**config.mk**
```make
export PLATFORM = sky130hd
export DESIGN_NAME = calc_top
export DESIGN_NICKNAME = d
export VERILOG_FILES = /design/src/rtl/calc_data_pkg.sv /design/src/rtl/calc_ctrl_pkg.sv /design/src/rtl/sample_timer.sv /design/src/rtl/seq_divider.sv /design/src/rtl/mag_root.sv /design/src/rtl/calc_sequencer.sv /design/src/rtl/calc_top.sv
export VERILOG_INCLUDE_DIRS = /design/src /design/src/include
export SDC_FILE = /design/constraint.sdc
export NUM_CORES = 2
export LEC_CHECK = 0
export BUFFER_PORTS_ARGS = -buffer_cell sky130_fd_sc_hd__buf_2
export CAP_MARGIN = 0
export CORE_AREA = 3 3 347 212
export DETAILED_ROUTE_END_ITERATION = 6
export DIE_AREA = 0 0 350 215
export GPL_ROUTABILITY_DRIVEN = 0
export HOLD_SLACK_MARGIN = 0.05
export PLACE_DENSITY = 0.66
export SLEW_MARGIN = 20
export SYNTH_ARGS = -nofsm -noshare
export SYNTH_HDL_FRONTEND = slang
export SYNTH_SLANG_ARGS = --single-unit
```
**constraint.sdc**
```tcl
create_clock -name clk_100mhz -period 10.1 [get_ports clk_100mhz]
set_input_delay 2.02 -clock clk_100mhz [delete_from_list [all_inputs] [get_ports clk_100mhz]]
set_output_delay 2.02 -clock clk_100mhz [all_outputs]
set_load 0.02 [all_outputs]
```
**src/include/calc_defs.svh**
```systemverilog
`ifndef CALC_DEFS_SVH
`define CALC_DEFS_SVH

// operand and result word
`define CALC_WIDTH 32

// low bits of each operand fed to the magnitude unit
// two squares of this width sum into 31 bits
`define CALC_COMP_WIDTH 15

// cycles between ticks unless overridden at the top
`define CALC_SAMPLE_PERIOD 10000

// one quotient bit per iteration
`define CALC_DIV_STEPS 32

// two radicand bits per iteration
`define CALC_ROOT_STEPS 16

`endif

```
**src/rtl/calc_data_pkg.sv**
```systemverilog
`default_nettype none

`include "calc_defs.svh"

package calc_data_pkg;

  // full operand or result word
  typedef logic [`CALC_WIDTH-1:0] word_t;

  // magnitude input component
  typedef logic [`CALC_COMP_WIDTH-1:0] comp_t;

  // floor root of a word, half its width
  typedef logic [`CALC_WIDTH/2-1:0] root_t;

  // iteration index for divider and root unit
  // wide enough for 32 divider steps
  typedef logic [5:0] step_t;

endpackage

`default_nettype wire

```
**src/rtl/calc_ctrl_pkg.sv**
```systemverilog
`default_nettype none

package calc_ctrl_pkg;

  // sequencer FSM states
  typedef enum logic [1:0] {
    idle   = 2'd0,
    run    = 2'd1,
    finish = 2'd2
  } seq_state_e;

  // which result pair drives the outputs
  typedef enum logic {
    view_div = 1'b0,
    view_mag = 1'b1
  } view_e;

endpackage

`default_nettype wire

```
**src/rtl/sample_timer.sv**
```systemverilog
`timescale 1ns/1ps
`default_nettype none

`include "calc_defs.svh"

module sample_timer #(
  parameter int sample_period = `CALC_SAMPLE_PERIOD
) (
  input  wire  clk_100mhz,
  input  wire  reset,
  output logic tick
);

  localparam int cnt_width = $clog2(sample_period);
  localparam logic [cnt_width-1:0] last_count = cnt_width'(sample_period - 1);

  logic [cnt_width-1:0] count;

  // free-running count with wrap at the end of each period
  // tick is registered so it lands one cycle after the last count
  always_ff @(posedge clk_100mhz) begin
    if (reset) begin
      count <= '0;
      tick  <= 1'b0;
    end else begin
      if (count == last_count) begin
        count <= '0;
        tick  <= 1'b1;
      end else begin
        count <= count + 1'b1;
        tick  <= 1'b0;
      end
    end
  end

  // period of at least two keeps ticks apart
  tick_single_cycle: assert property (
    @(posedge clk_100mhz) disable iff (reset)
    tick |=> !tick
  ) else $error("sample_timer: tick held for more than one cycle");

endmodule

`default_nettype wire

```
**src/rtl/seq_divider.sv**
```systemverilog
`timescale 1ns/1ps
`default_nettype none

`include "calc_defs.svh"

module seq_divider (
  input  wire                        clk_100mhz,
  input  wire                        reset,
  input  wire                        start,
  input  wire  calc_data_pkg::word_t dividend,
  input  wire  calc_data_pkg::word_t divisor,
  output logic                       done,
  output calc_data_pkg::word_t       quotient,
  output calc_data_pkg::word_t       remainder
);

  import calc_data_pkg::*;

  localparam step_t last_step = step_t'(`CALC_DIV_STEPS - 1);

  logic  busy;
  step_t step;
  word_t divisor_r;

  // partial remainder with the next dividend bit shifted in
  logic [`CALC_WIDTH:0] trial;
  logic [`CALC_WIDTH:0] diff;
  logic                 fits;

  always_comb begin
    trial = {remainder, quotient[`CALC_WIDTH-1]};
    diff  = trial - {1'b0, divisor_r};
    // zero divisor always fits
    // gives all ones and the dividend back as remainder
    fits  = (trial >= {1'b0, divisor_r});
  end

  // step counter and done pulse
  always_ff @(posedge clk_100mhz) begin
    if (reset) begin
      busy <= 1'b0;
      step <= '0;
      done <= 1'b0;
    end else begin
      done <= 1'b0;
      if (start) begin
        busy <= 1'b1;
        step <= '0;
      end else if (busy) begin
        step <= step + 1'b1;
        if (step == last_step) begin
          busy <= 1'b0;
          done <= 1'b1;
        end
      end
    end
  end

  // quotient register doubles as the dividend shifter
  // bits of the dividend leave at the top as quotient bits enter below
  always_ff @(posedge clk_100mhz) begin
    if (start) begin
      quotient  <= dividend;
      remainder <= '0;
      divisor_r <= divisor;
    end else if (busy) begin
      if (fits)
        remainder <= diff[`CALC_WIDTH-1:0];
      else
        remainder <= trial[`CALC_WIDTH-1:0];
      quotient <= {quotient[`CALC_WIDTH-2:0], fits};
    end
  end

  // the sequencer only starts from idle
  no_start_while_busy: assert property (
    @(posedge clk_100mhz) disable iff (reset)
    start |-> !busy
  ) else $error("seq_divider: start received while a division was running");

endmodule

`default_nettype wire

```
**src/rtl/mag_root.sv**
```systemverilog
`timescale 1ns/1ps
`default_nettype none

`include "calc_defs.svh"

module mag_root (
  input  wire                        clk_100mhz,
  input  wire                        reset,
  input  wire                        start,
  input  wire  calc_data_pkg::word_t op_a,
  input  wire  calc_data_pkg::word_t op_b,
  output logic                       done,
  output calc_data_pkg::root_t       root,
  output calc_data_pkg::word_t       sum_sq
);

  import calc_data_pkg::*;

  localparam step_t last_step = step_t'(`CALC_ROOT_STEPS - 1);
  // signed remainder needs sign bit and shift headroom over the root
  localparam int rem_width = $bits(root_t) + 8;
  localparam int pad_width = rem_width - $bits(root_t) - 2;

  comp_t a_c;
  comp_t b_c;
  word_t sq_sum;

  logic  square_pending;
  logic  busy;
  step_t step;

  // radicand shifted out two bits per step from the top
  word_t                rad;
  logic [rem_width-1:0] rem_r;
  logic [rem_width-1:0] rem_shift;
  logic [rem_width-1:0] root_term;
  logic [rem_width-1:0] rem_next;

  // 15-bit squares sum into 31 bits
  always_comb begin
    sq_sum = word_t'(a_c) * word_t'(a_c) + word_t'(b_c) * word_t'(b_c);
  end

  // non-restoring digit step
  // subtract 4q+1 on a positive remainder, add 4q+3 on a negative one
  always_comb begin
    rem_shift = {rem_r[rem_width-3:0], rad[`CALC_WIDTH-1 -: 2]};
    if (rem_r[rem_width-1]) begin
      root_term = {{pad_width{1'b0}}, root, 2'b11};
      rem_next  = rem_shift + root_term;
    end else begin
      root_term = {{pad_width{1'b0}}, root, 2'b01};
      rem_next  = rem_shift - root_term;
    end
  end

  // one square cycle, then the root steps, then done
  always_ff @(posedge clk_100mhz) begin
    if (reset) begin
      square_pending <= 1'b0;
      busy           <= 1'b0;
      step           <= '0;
      done           <= 1'b0;
    end else begin
      done           <= 1'b0;
      square_pending <= start;
      if (square_pending) begin
        busy <= 1'b1;
        step <= '0;
      end else if (busy) begin
        step <= step + 1'b1;
        if (step == last_step) begin
          busy <= 1'b0;
          done <= 1'b1;
        end
      end
    end
  end

  always_ff @(posedge clk_100mhz) begin
    if (start) begin
      a_c <= op_a[`CALC_COMP_WIDTH-1:0];
      b_c <= op_b[`CALC_COMP_WIDTH-1:0];
    end
    if (square_pending) begin
      sum_sq <= sq_sum;
      rad    <= sq_sum;
      rem_r  <= '0;
      root   <= '0;
    end else if (busy) begin
      rad   <= {rad[`CALC_WIDTH-3:0], 2'b00};
      rem_r <= rem_next;
      // non-negative remainder means the new root bit is one
      root  <= {root[$bits(root_t)-2:0], ~rem_next[rem_width-1]};
    end
  end

  // floor property of the finished root
  root_not_too_large: assert property (
    @(posedge clk_100mhz) disable iff (reset)
    done |-> (word_t'(root) * word_t'(root)) <= sum_sq
  ) else $error("mag_root: root squared exceeds the sum of squares");

endmodule

`default_nettype wire

```
**src/rtl/calc_sequencer.sv**
```systemverilog
`timescale 1ns/1ps
`default_nettype none

module calc_sequencer (
  input  wire                          clk_100mhz,
  input  wire                          reset,
  input  wire                          tick,
  input  wire  calc_data_pkg::word_t   dividend,
  input  wire  calc_data_pkg::word_t   divisor,
  output logic                         start,
  output calc_data_pkg::word_t         op_a,
  output calc_data_pkg::word_t         op_b,
  input  wire                          div_done,
  input  wire  calc_data_pkg::word_t   quotient,
  input  wire  calc_data_pkg::word_t   remainder,
  input  wire                          root_done,
  input  wire  calc_data_pkg::root_t   root,
  input  wire  calc_data_pkg::word_t   sum_sq,
  output calc_data_pkg::word_t         quotient_q,
  output calc_data_pkg::word_t         remainder_q,
  output calc_data_pkg::root_t         root_q,
  output calc_data_pkg::word_t         sum_sq_q,
  output logic                         div_by_zero_q,
  output logic                         result_valid
);

  import calc_data_pkg::*;
  import calc_ctrl_pkg::*;

  seq_state_e state;

  // sticky per-unit completion flags
  logic div_seen;
  logic root_seen;
  logic both_done;

  // per-unit results captured on their own done pulses
  word_t quotient_hold;
  word_t remainder_hold;
  root_t root_hold;
  word_t sum_sq_hold;

  // a done pulse counts in the same cycle it arrives
  assign both_done = (div_seen | div_done) & (root_seen | root_done);

  always_ff @(posedge clk_100mhz) begin
    if (reset) begin
      state        <= idle;
      start        <= 1'b0;
      div_seen     <= 1'b0;
      root_seen    <= 1'b0;
      result_valid <= 1'b0;
    end else begin
      start        <= 1'b0;
      result_valid <= 1'b0;
      case (state)
        idle: begin
          if (tick) begin
            state     <= run;
            start     <= 1'b1;
            div_seen  <= 1'b0;
            root_seen <= 1'b0;
          end
        end
        run: begin
          if (div_done)
            div_seen <= 1'b1;
          if (root_done)
            root_seen <= 1'b1;
          // strobe goes out one cycle after the later done
          if (both_done) begin
            state        <= finish;
            result_valid <= 1'b1;
          end
        end
        finish: begin
          state <= idle;
        end
        default: begin
          state <= idle;
        end
      endcase
    end
  end

  // operands handed to both units with the start pulse
  always_ff @(posedge clk_100mhz) begin
    if (state == idle && tick) begin
      op_a <= dividend;
      op_b <= divisor;
    end
  end

  // capture each unit as it finishes
  always_ff @(posedge clk_100mhz) begin
    if (div_done) begin
      quotient_hold  <= quotient;
      remainder_hold <= remainder;
    end
    if (root_done) begin
      root_hold   <= root;
      sum_sq_hold <= sum_sq;
    end
  end

  // visible results move together with result_valid
  // the later unit is taken straight from its ports
  always_ff @(posedge clk_100mhz) begin
    if (reset) begin
      quotient_q    <= '0;
      remainder_q   <= '0;
      root_q        <= '0;
      sum_sq_q      <= '0;
      div_by_zero_q <= 1'b0;
    end else if (state == run && both_done) begin
      quotient_q    <= div_done ? quotient : quotient_hold;
      remainder_q   <= div_done ? remainder : remainder_hold;
      root_q        <= root_done ? root : root_hold;
      sum_sq_q      <= root_done ? sum_sq : sum_sq_hold;
      div_by_zero_q <= (op_b == '0);
    end
  end

  result_valid_pulse: assert property (
    @(posedge clk_100mhz) disable iff (reset)
    result_valid |=> !result_valid
  ) else $error("calc_sequencer: result_valid longer than one cycle");

  // sample period shorter than the unit latency
  tick_only_when_idle: assert property (
    @(posedge clk_100mhz) disable iff (reset)
    tick |-> state == idle
  ) else $error("calc_sequencer: tick arrived while a calculation was running");

endmodule

`default_nettype wire

```
**src/rtl/calc_top.sv**
```systemverilog
`timescale 1ns/1ps
`default_nettype none

`include "calc_defs.svh"

module calc_top #(
  parameter int sample_period = `CALC_SAMPLE_PERIOD
) (
  input  wire                         clk_100mhz,
  input  wire                         reset,
  input  wire  calc_data_pkg::word_t  dividend,
  input  wire  calc_data_pkg::word_t  divisor,
  input  wire  calc_ctrl_pkg::view_e  view_sel,
  output calc_data_pkg::word_t        result_a,
  output calc_data_pkg::word_t        result_b,
  output logic                        div_by_zero,
  output logic                        result_valid
);

  import calc_data_pkg::*;
  import calc_ctrl_pkg::*;

  logic  tick;
  logic  start;
  word_t op_a;
  word_t op_b;

  // raw unit outputs
  logic  div_done;
  word_t quotient;
  word_t remainder;
  logic  root_done;
  root_t root;
  word_t sum_sq;

  // results latched at the strobe
  word_t quotient_q;
  word_t remainder_q;
  root_t root_q;
  word_t sum_sq_q;

  sample_timer #(
    .sample_period(sample_period)
  ) u_timer (
    .clk_100mhz(clk_100mhz),
    .reset     (reset),
    .tick      (tick)
  );

  calc_sequencer u_seq (
    .clk_100mhz   (clk_100mhz),
    .reset        (reset),
    .tick         (tick),
    .dividend     (dividend),
    .divisor      (divisor),
    .start        (start),
    .op_a         (op_a),
    .op_b         (op_b),
    .div_done     (div_done),
    .quotient     (quotient),
    .remainder    (remainder),
    .root_done    (root_done),
    .root         (root),
    .sum_sq       (sum_sq),
    .quotient_q   (quotient_q),
    .remainder_q  (remainder_q),
    .root_q       (root_q),
    .sum_sq_q     (sum_sq_q),
    .div_by_zero_q(div_by_zero),
    .result_valid (result_valid)
  );

  seq_divider u_div (
    .clk_100mhz(clk_100mhz),
    .reset     (reset),
    .start     (start),
    .dividend  (op_a),
    .divisor   (op_b),
    .done      (div_done),
    .quotient  (quotient),
    .remainder (remainder)
  );

  mag_root u_mag (
    .clk_100mhz(clk_100mhz),
    .reset     (reset),
    .start     (start),
    .op_a      (op_a),
    .op_b      (op_b),
    .done      (root_done),
    .root      (root),
    .sum_sq    (sum_sq)
  );

  // view mux over the latched pairs
  // switching views needs no new tick
  always_comb begin
    case (view_sel)
      view_mag: begin
        result_a = word_t'(root_q);
        result_b = sum_sq_q;
      end
      default: begin
        result_a = quotient_q;
        result_b = remainder_q;
      end
    endcase
  end

endmodule

`default_nettype wire

```
* Word-level counts from Yosys, hierarchy flattened *
Index checks and enable logic that the tools add are counted.

storage, ports and cells
  flip-flop bits (word level) = 557
  bits of input ports = 67
  word-level logic and storage cells = 108

operators by class
  add/subtract/negate cells = 7
  $mul = 2
  $lt $le $gt $ge = 1
  equality and inequality tests = 8
  muxes and demuxes = 31
  bitwise gates (word level) = 8
  reduce and logical (&&, ||, !) cells = 17

operators with widths
  operator                                       number
  2-to-1 mux 32 bit                              10
  multiplier 15 x 15 -> 30 bit                   2
  >= comparator 33 x 32 -> 1 bit                 1
  logical NOT 32 bit                             1
  subtractor 32 bit                              1
  adder 30 x 30 -> 31 bit                        1
  adder 24 x 18 -> 24 bit                        1
  2-to-1 mux 24 bit                              1
  subtractor 24 x 18 -> 24 bit                   1
  2-to-1 mux 16 bit                              1
  adder 14 x 1 -> 14 bit, second input constant  1
  == test 14 bit, second input constant          1
  2-to-1 mux 1 bit                               14
  adder 6 x 1 -> 6 bit, second input constant    2
  OR reduction 2 bit                             5
  == test 6 x 4 -> 1 bit, second input constant  1
  == test 6 x 5 -> 1 bit, second input constant  1
  != test 2 x 1 -> 1 bit, second input constant  3
  AND reduction 3 bit                            2
  nonzero test 2 bit                             3
  OR reduction 3 bit                             2
  inverter 1 bit                                 5
  2-to-1 mux 2 bit                               2
  case mux 1 bit (2 select lines)                2
  8 further kinds                                10

* Depth between registers and ports, before layout *
  depth after elaboration = 4
  gate-level depth with buffers = 29
  mapped depth without buffers = 27

* Modules after synthesis *
From an unflattened synthesis, not the netlist that was laid out.

second synthesis, totals
  cell total of the unflattened synthesis = 3480
  area total of the unflattened synthesis = 38260.4 µm²

modules (own cells, without submodules)
  module          times used  cells each  area each (µm²)
  mag_root        1           1923        19262.2
  calc_sequencer  1           852         11547.3
  seq_divider     1           564         5943.2
  calc_top        1           71          878.3
  sample_timer    1           70          629.4

* Worst setup path before layout *
Ideal clock, no wire load.

  path kind = register to register
  from = register u_mag.b_c[13]
  to = register u_mag.rad[29], data pin
  library setup time = 0.260 ns
  data arrival time = 7.030 ns
  data required time = 9.840 ns
  slack = 2.811 ns
  cell stages (with the launch flop) = 25
  buffers on the path = 1
  cell sequence = edfxtp_1 clkbuf_1 clkinv_1 nor2_1 inv_1 fa_1 inv_1 fa_1 fa_1 fa_1 fa_1 fa_1 fa_1 inv_1 fa_1 inv_1 ha_1 nand3_1 nor2_1 nand3_1 o211ai_1 a21oi_1 o311ai_0 xor2_1 mux2_2

on the way
  word-level cells in the longest chain between the ends = 3

RTL lines
  element                       RTL line        RTL
  from (decl)                   mag_root.sv:25  comp_t b_c;
  from (signal assigned)        mag_root.sv:83  b_c <= op_b[`CALC_COMP_WIDTH-1:0];
  multiplier 15 x 15 -> 30 bit  mag_root.sv:41  sq_sum = word_t'(a_c) * word_t'(a_c) + word_t'(b_c) * word_t'(b_c);
  adder 30 x 30 -> 31 bit       mag_root.sv:41
  net u_mag.sq_sum[29]          mag_root.sv:26  word_t sq_sum;
  2-to-1 mux 32 bit             mag_root.sv:85  if (square_pending) begin
  to (signal assigned)          mag_root.sv:87  rad <= sq_sum;
  to (signal assigned)          mag_root.sv:91  rad <= {rad[`CALC_WIDTH-3:0], 2'b00};
  to (decl)                     mag_root.sv:33  word_t rad;

The timed path passes the listed nets, and every way through them passes these cells.
A chain may end at the register's enable or synchronous reset.

* Worst setup path in the final report *
  from = register u_mag.b_c[1]
  to = register u_mag.rad[29], data pin

The elaborated chain is that of the path after synthesis.

==> impl_metrics.toml <==
[routing]
antenna_left = 0
drt_iter0_drc = 2442
firstDrtPassIters = 7
wire_per_inst_um = 20.4
wl_met2_um = 33900
drt-met1-wl_um = 47300
top_layer = "met4"
wl_met3_um = 9270
vias = 24400
drc_errors = 1
wirelength_um = 91300
avgViaCountPerCell = 5.45

[clock_tree]
cts_tree = "built"
cts-resized-gates = 0
cts.clk_slew.worst_paths_ns = 0.07
cts_inserted_buffers = 47
holdBufCountCts = 0
postCtsSetupBuffers = 0
clock-sinks = 540
worstSkewPairLatency_ns = 0.60
cts_root_buffer = "clkbuf_16"
cts_max_level = 2
clockBufferDepth = 3

[grt]
grt_use_total = 0.244
grt_pass1_wl_um = 142000
antenna_found_initial = 0
first_global_vias = 23500
grt_max_degree = 79
grt-ovfl-total = 0

[outcome]
violations = "DRC"
status = "complete, but fails checks"

[final_layout]
syn_to_final_growth_pct = 8.45
finalNonFillerCells = 4475
final_util = 0.545
nNetsFinal = 4138
fill_cells = 6176
drive_gt1_frac = 0.132

[worst_setup_path]
critPathMostFrequentCell = "fa_1"
cp_data_arrival_time_ns = 8.52
required_ns = 10.42
cp_cell_sequence = "clkinv_1 > nor2_1 > inv_1 > fa_1 > inv_1 > fa_1 > fa_1 > fa_1 > fa_1 > fa_1 > fa_1 > inv_1 > fa_1 > inv_1 > ha_1 > nand3_1 > nor2_1 > nand3_1 > o211ai_1 > a21oi_1 > o311ai_0 > xor2_1 > mux2_2"
crit_family = "adder cells"
critPathSlowestCell = "edfxtp_1"
worst-path-buf-inv = 5
start_kind = "flip-flop"
setup.worst_path.end_class = "flip-flop"
crit_path_max_fanout = 10
worstSetupPathType = "reg -> reg"
cpPeakStageDelay_ns = 0.66

[yosys]
synth_edf_count = 206
synthCells = 3447
synth_top_area_frac = 0.190
syn_area_um2 = 35200
yosys.area.top_type = "dfxtp_1"
yosys_most_used_dff = "dfxtp_1"
syn-mean-instance-area_um2 = 10.2
synth-seq-cells = 540
synth_nets = 4072
ys_types = 75
synth-seq-area-share = 0.366
netlist_top_cells_area = "dfxtp_1 (19%), fa_1 (19%), edfxtp_1 (18%)"
async_flop_share = 0
yosysWarnings = 0

[worst_hold_path]
hold_path.class = "reg -> reg"

[timing]
period_share = 0.812
finalHoldViolations = 0
timing.setup.tns_ns = 0
final_max_slew_viol_count = 0
min_period_ns = 8.20
slew_headroom = 0.352
setup_viol = 0
grt_setup_unrepaired = "false"
final.setup_skew_ns = 0.0354
fmax_mhz = 122
worst_pin_slew_ns = 0.970

[die]
core_area_um2 = 70100
die_area_um2 = 75300
die_y_um = 215
ios = 133
die_x_um = 350
rows = 75
start_util = 0.502

[placed_design]
dp_cells = 4388
io_buffer_count = 132
dpl.hpwl_um = 70000

[run]
cap_violations = 0

[power_and_ir_drop]
vdd_drop_max_v = 0.000110
power_leakage_nw = 17.0
p_total_mw = 5.13
power.density_nw_per_um2 = 134
[worst paths after layout]
check / from / endpoint / slack [ns] / depth (start not counted)
max: u_mag.b_c[1] / u_mag.rad[29] / 1.90 / 23
min: u_seq.op_b[26] / u_div.divisor_r[26] / 0.45 / 0
max reg2reg: u_mag.b_c[1] / u_mag.rad[29] / 1.90 / 23
min reg2reg: u_seq.op_b[26] / u_div.divisor_r[26] / 0.45 / 0
[state kept, by name, summed over array words and instances, names as in the netlist, 2 cells and up]
name,count
u_seq.remainder_hold,32
u_mag.sum_sq,31
u_seq.quotient_q,32
u_seq.remainder_q,32
u_mag.root,16
u_mag.a_c,15
u_timer.count,14
u_div.step,6
u_mag.rem_r,23
u_seq.quotient_hold,32
u_seq.sum_sq_hold,32
u_seq.op_a,32
u_mag.rad,32
u_seq.sum_sq_q,32
u_seq.op_b,32
u_mag.step,6
u_div.remainder,32
u_seq.root_hold,16
u_div.divisor_r,18
u_div.quotient,32
u_seq.root_q,16
u_seq.state,2
u_mag.b_c,14
[placed cells by master, fill, tap and decap left out, drive strengths merged, types with 55 or more instances in the layout]
master  count
edfxtp    206
nor2      207
a21oi     178
buf       154
fa        333
nand2     453
dfxtp     334
o21ai      55
clkbuf     67
ha        225
xnor2      72
inv       548
mux2      219
[cells in the mapped netlist (16+ instances only)]
master and n:
xor2_1 35, a21o_1 28, clkbuf_1 112, mux2i_1 36
edfxtp_1 206, ha_1 225, a21oi_1 178, o21ai_0 53
nand2_1 452, nor3_1 33, nor4_1 16, nor2_1 207
a211oi_1 21, fa_1 333, buf_1 17, nand3_1 32
mux2_2 219, nor2b_1 31, nand4_1 19, dfxtp_1 334
and2_1 48, a311oi_1 17, xnor2_1 72, inv_1 543
o21a_1 17
[final cells by class]
type	count	area [µm²]	area share
Inverter	547	2050	0.0538
Clock buffer	67	1320	0.0344
Tap cell	924	1160	0.0303
Antenna cell	1	2.50	0.0000655
Multi-Input combinational cell	2223	19800	0.517
Timing Repair Buffer	154	828	0.0217
Sequential cell	540	12900	0.337
Clock inverter	19	186	0.00488
[stage by stage]
stage	cell area, µm²	hold slack (ns)	worst slack (ns)
global route	38200	0.464	1.49
CTS	38200	0.451	1.95
floorplan	35200	0.420	2.81
global placement	36700	0.436	2.12
finish	38200	0.448	1.90
detailed placement	36700	0.433	2.03
[metal layers]
layer | GRT usage | vias to the layer above
li1 | - | 11400
met1 | 0.414 | 12000
met2 | 0.309 | 959
met3 | 0.0640 | 71
met4 | 0.0279 | 0
met5 | 0 | -
[power by group]
part / internal [mW] / switching [mW]
sequential: 2.32 / 0.0868
combinational: 0.392 / 0.523
clock: 0.980 / 0.833
total: 3.69 / 1.44
[logic make-up (layout without fill, tap and decap cells)]
group	count (synthesis)	count (layout)	share of synthesized area
flip-flops	540	540	0.366
AND/OR/NAND/NOR	894	894	0.111
XOR/XNOR	108	108	0.0273
adder cells (fa/ha/maj)	558	558	0.269
other	0	1	0
AO/OA/AOI/OAI	408	408	0.0732
multiplexers	255	255	0.0803
buffers and inverters	684	787	0.0736
No activity file was read; power rests on OpenSTA's default activity.
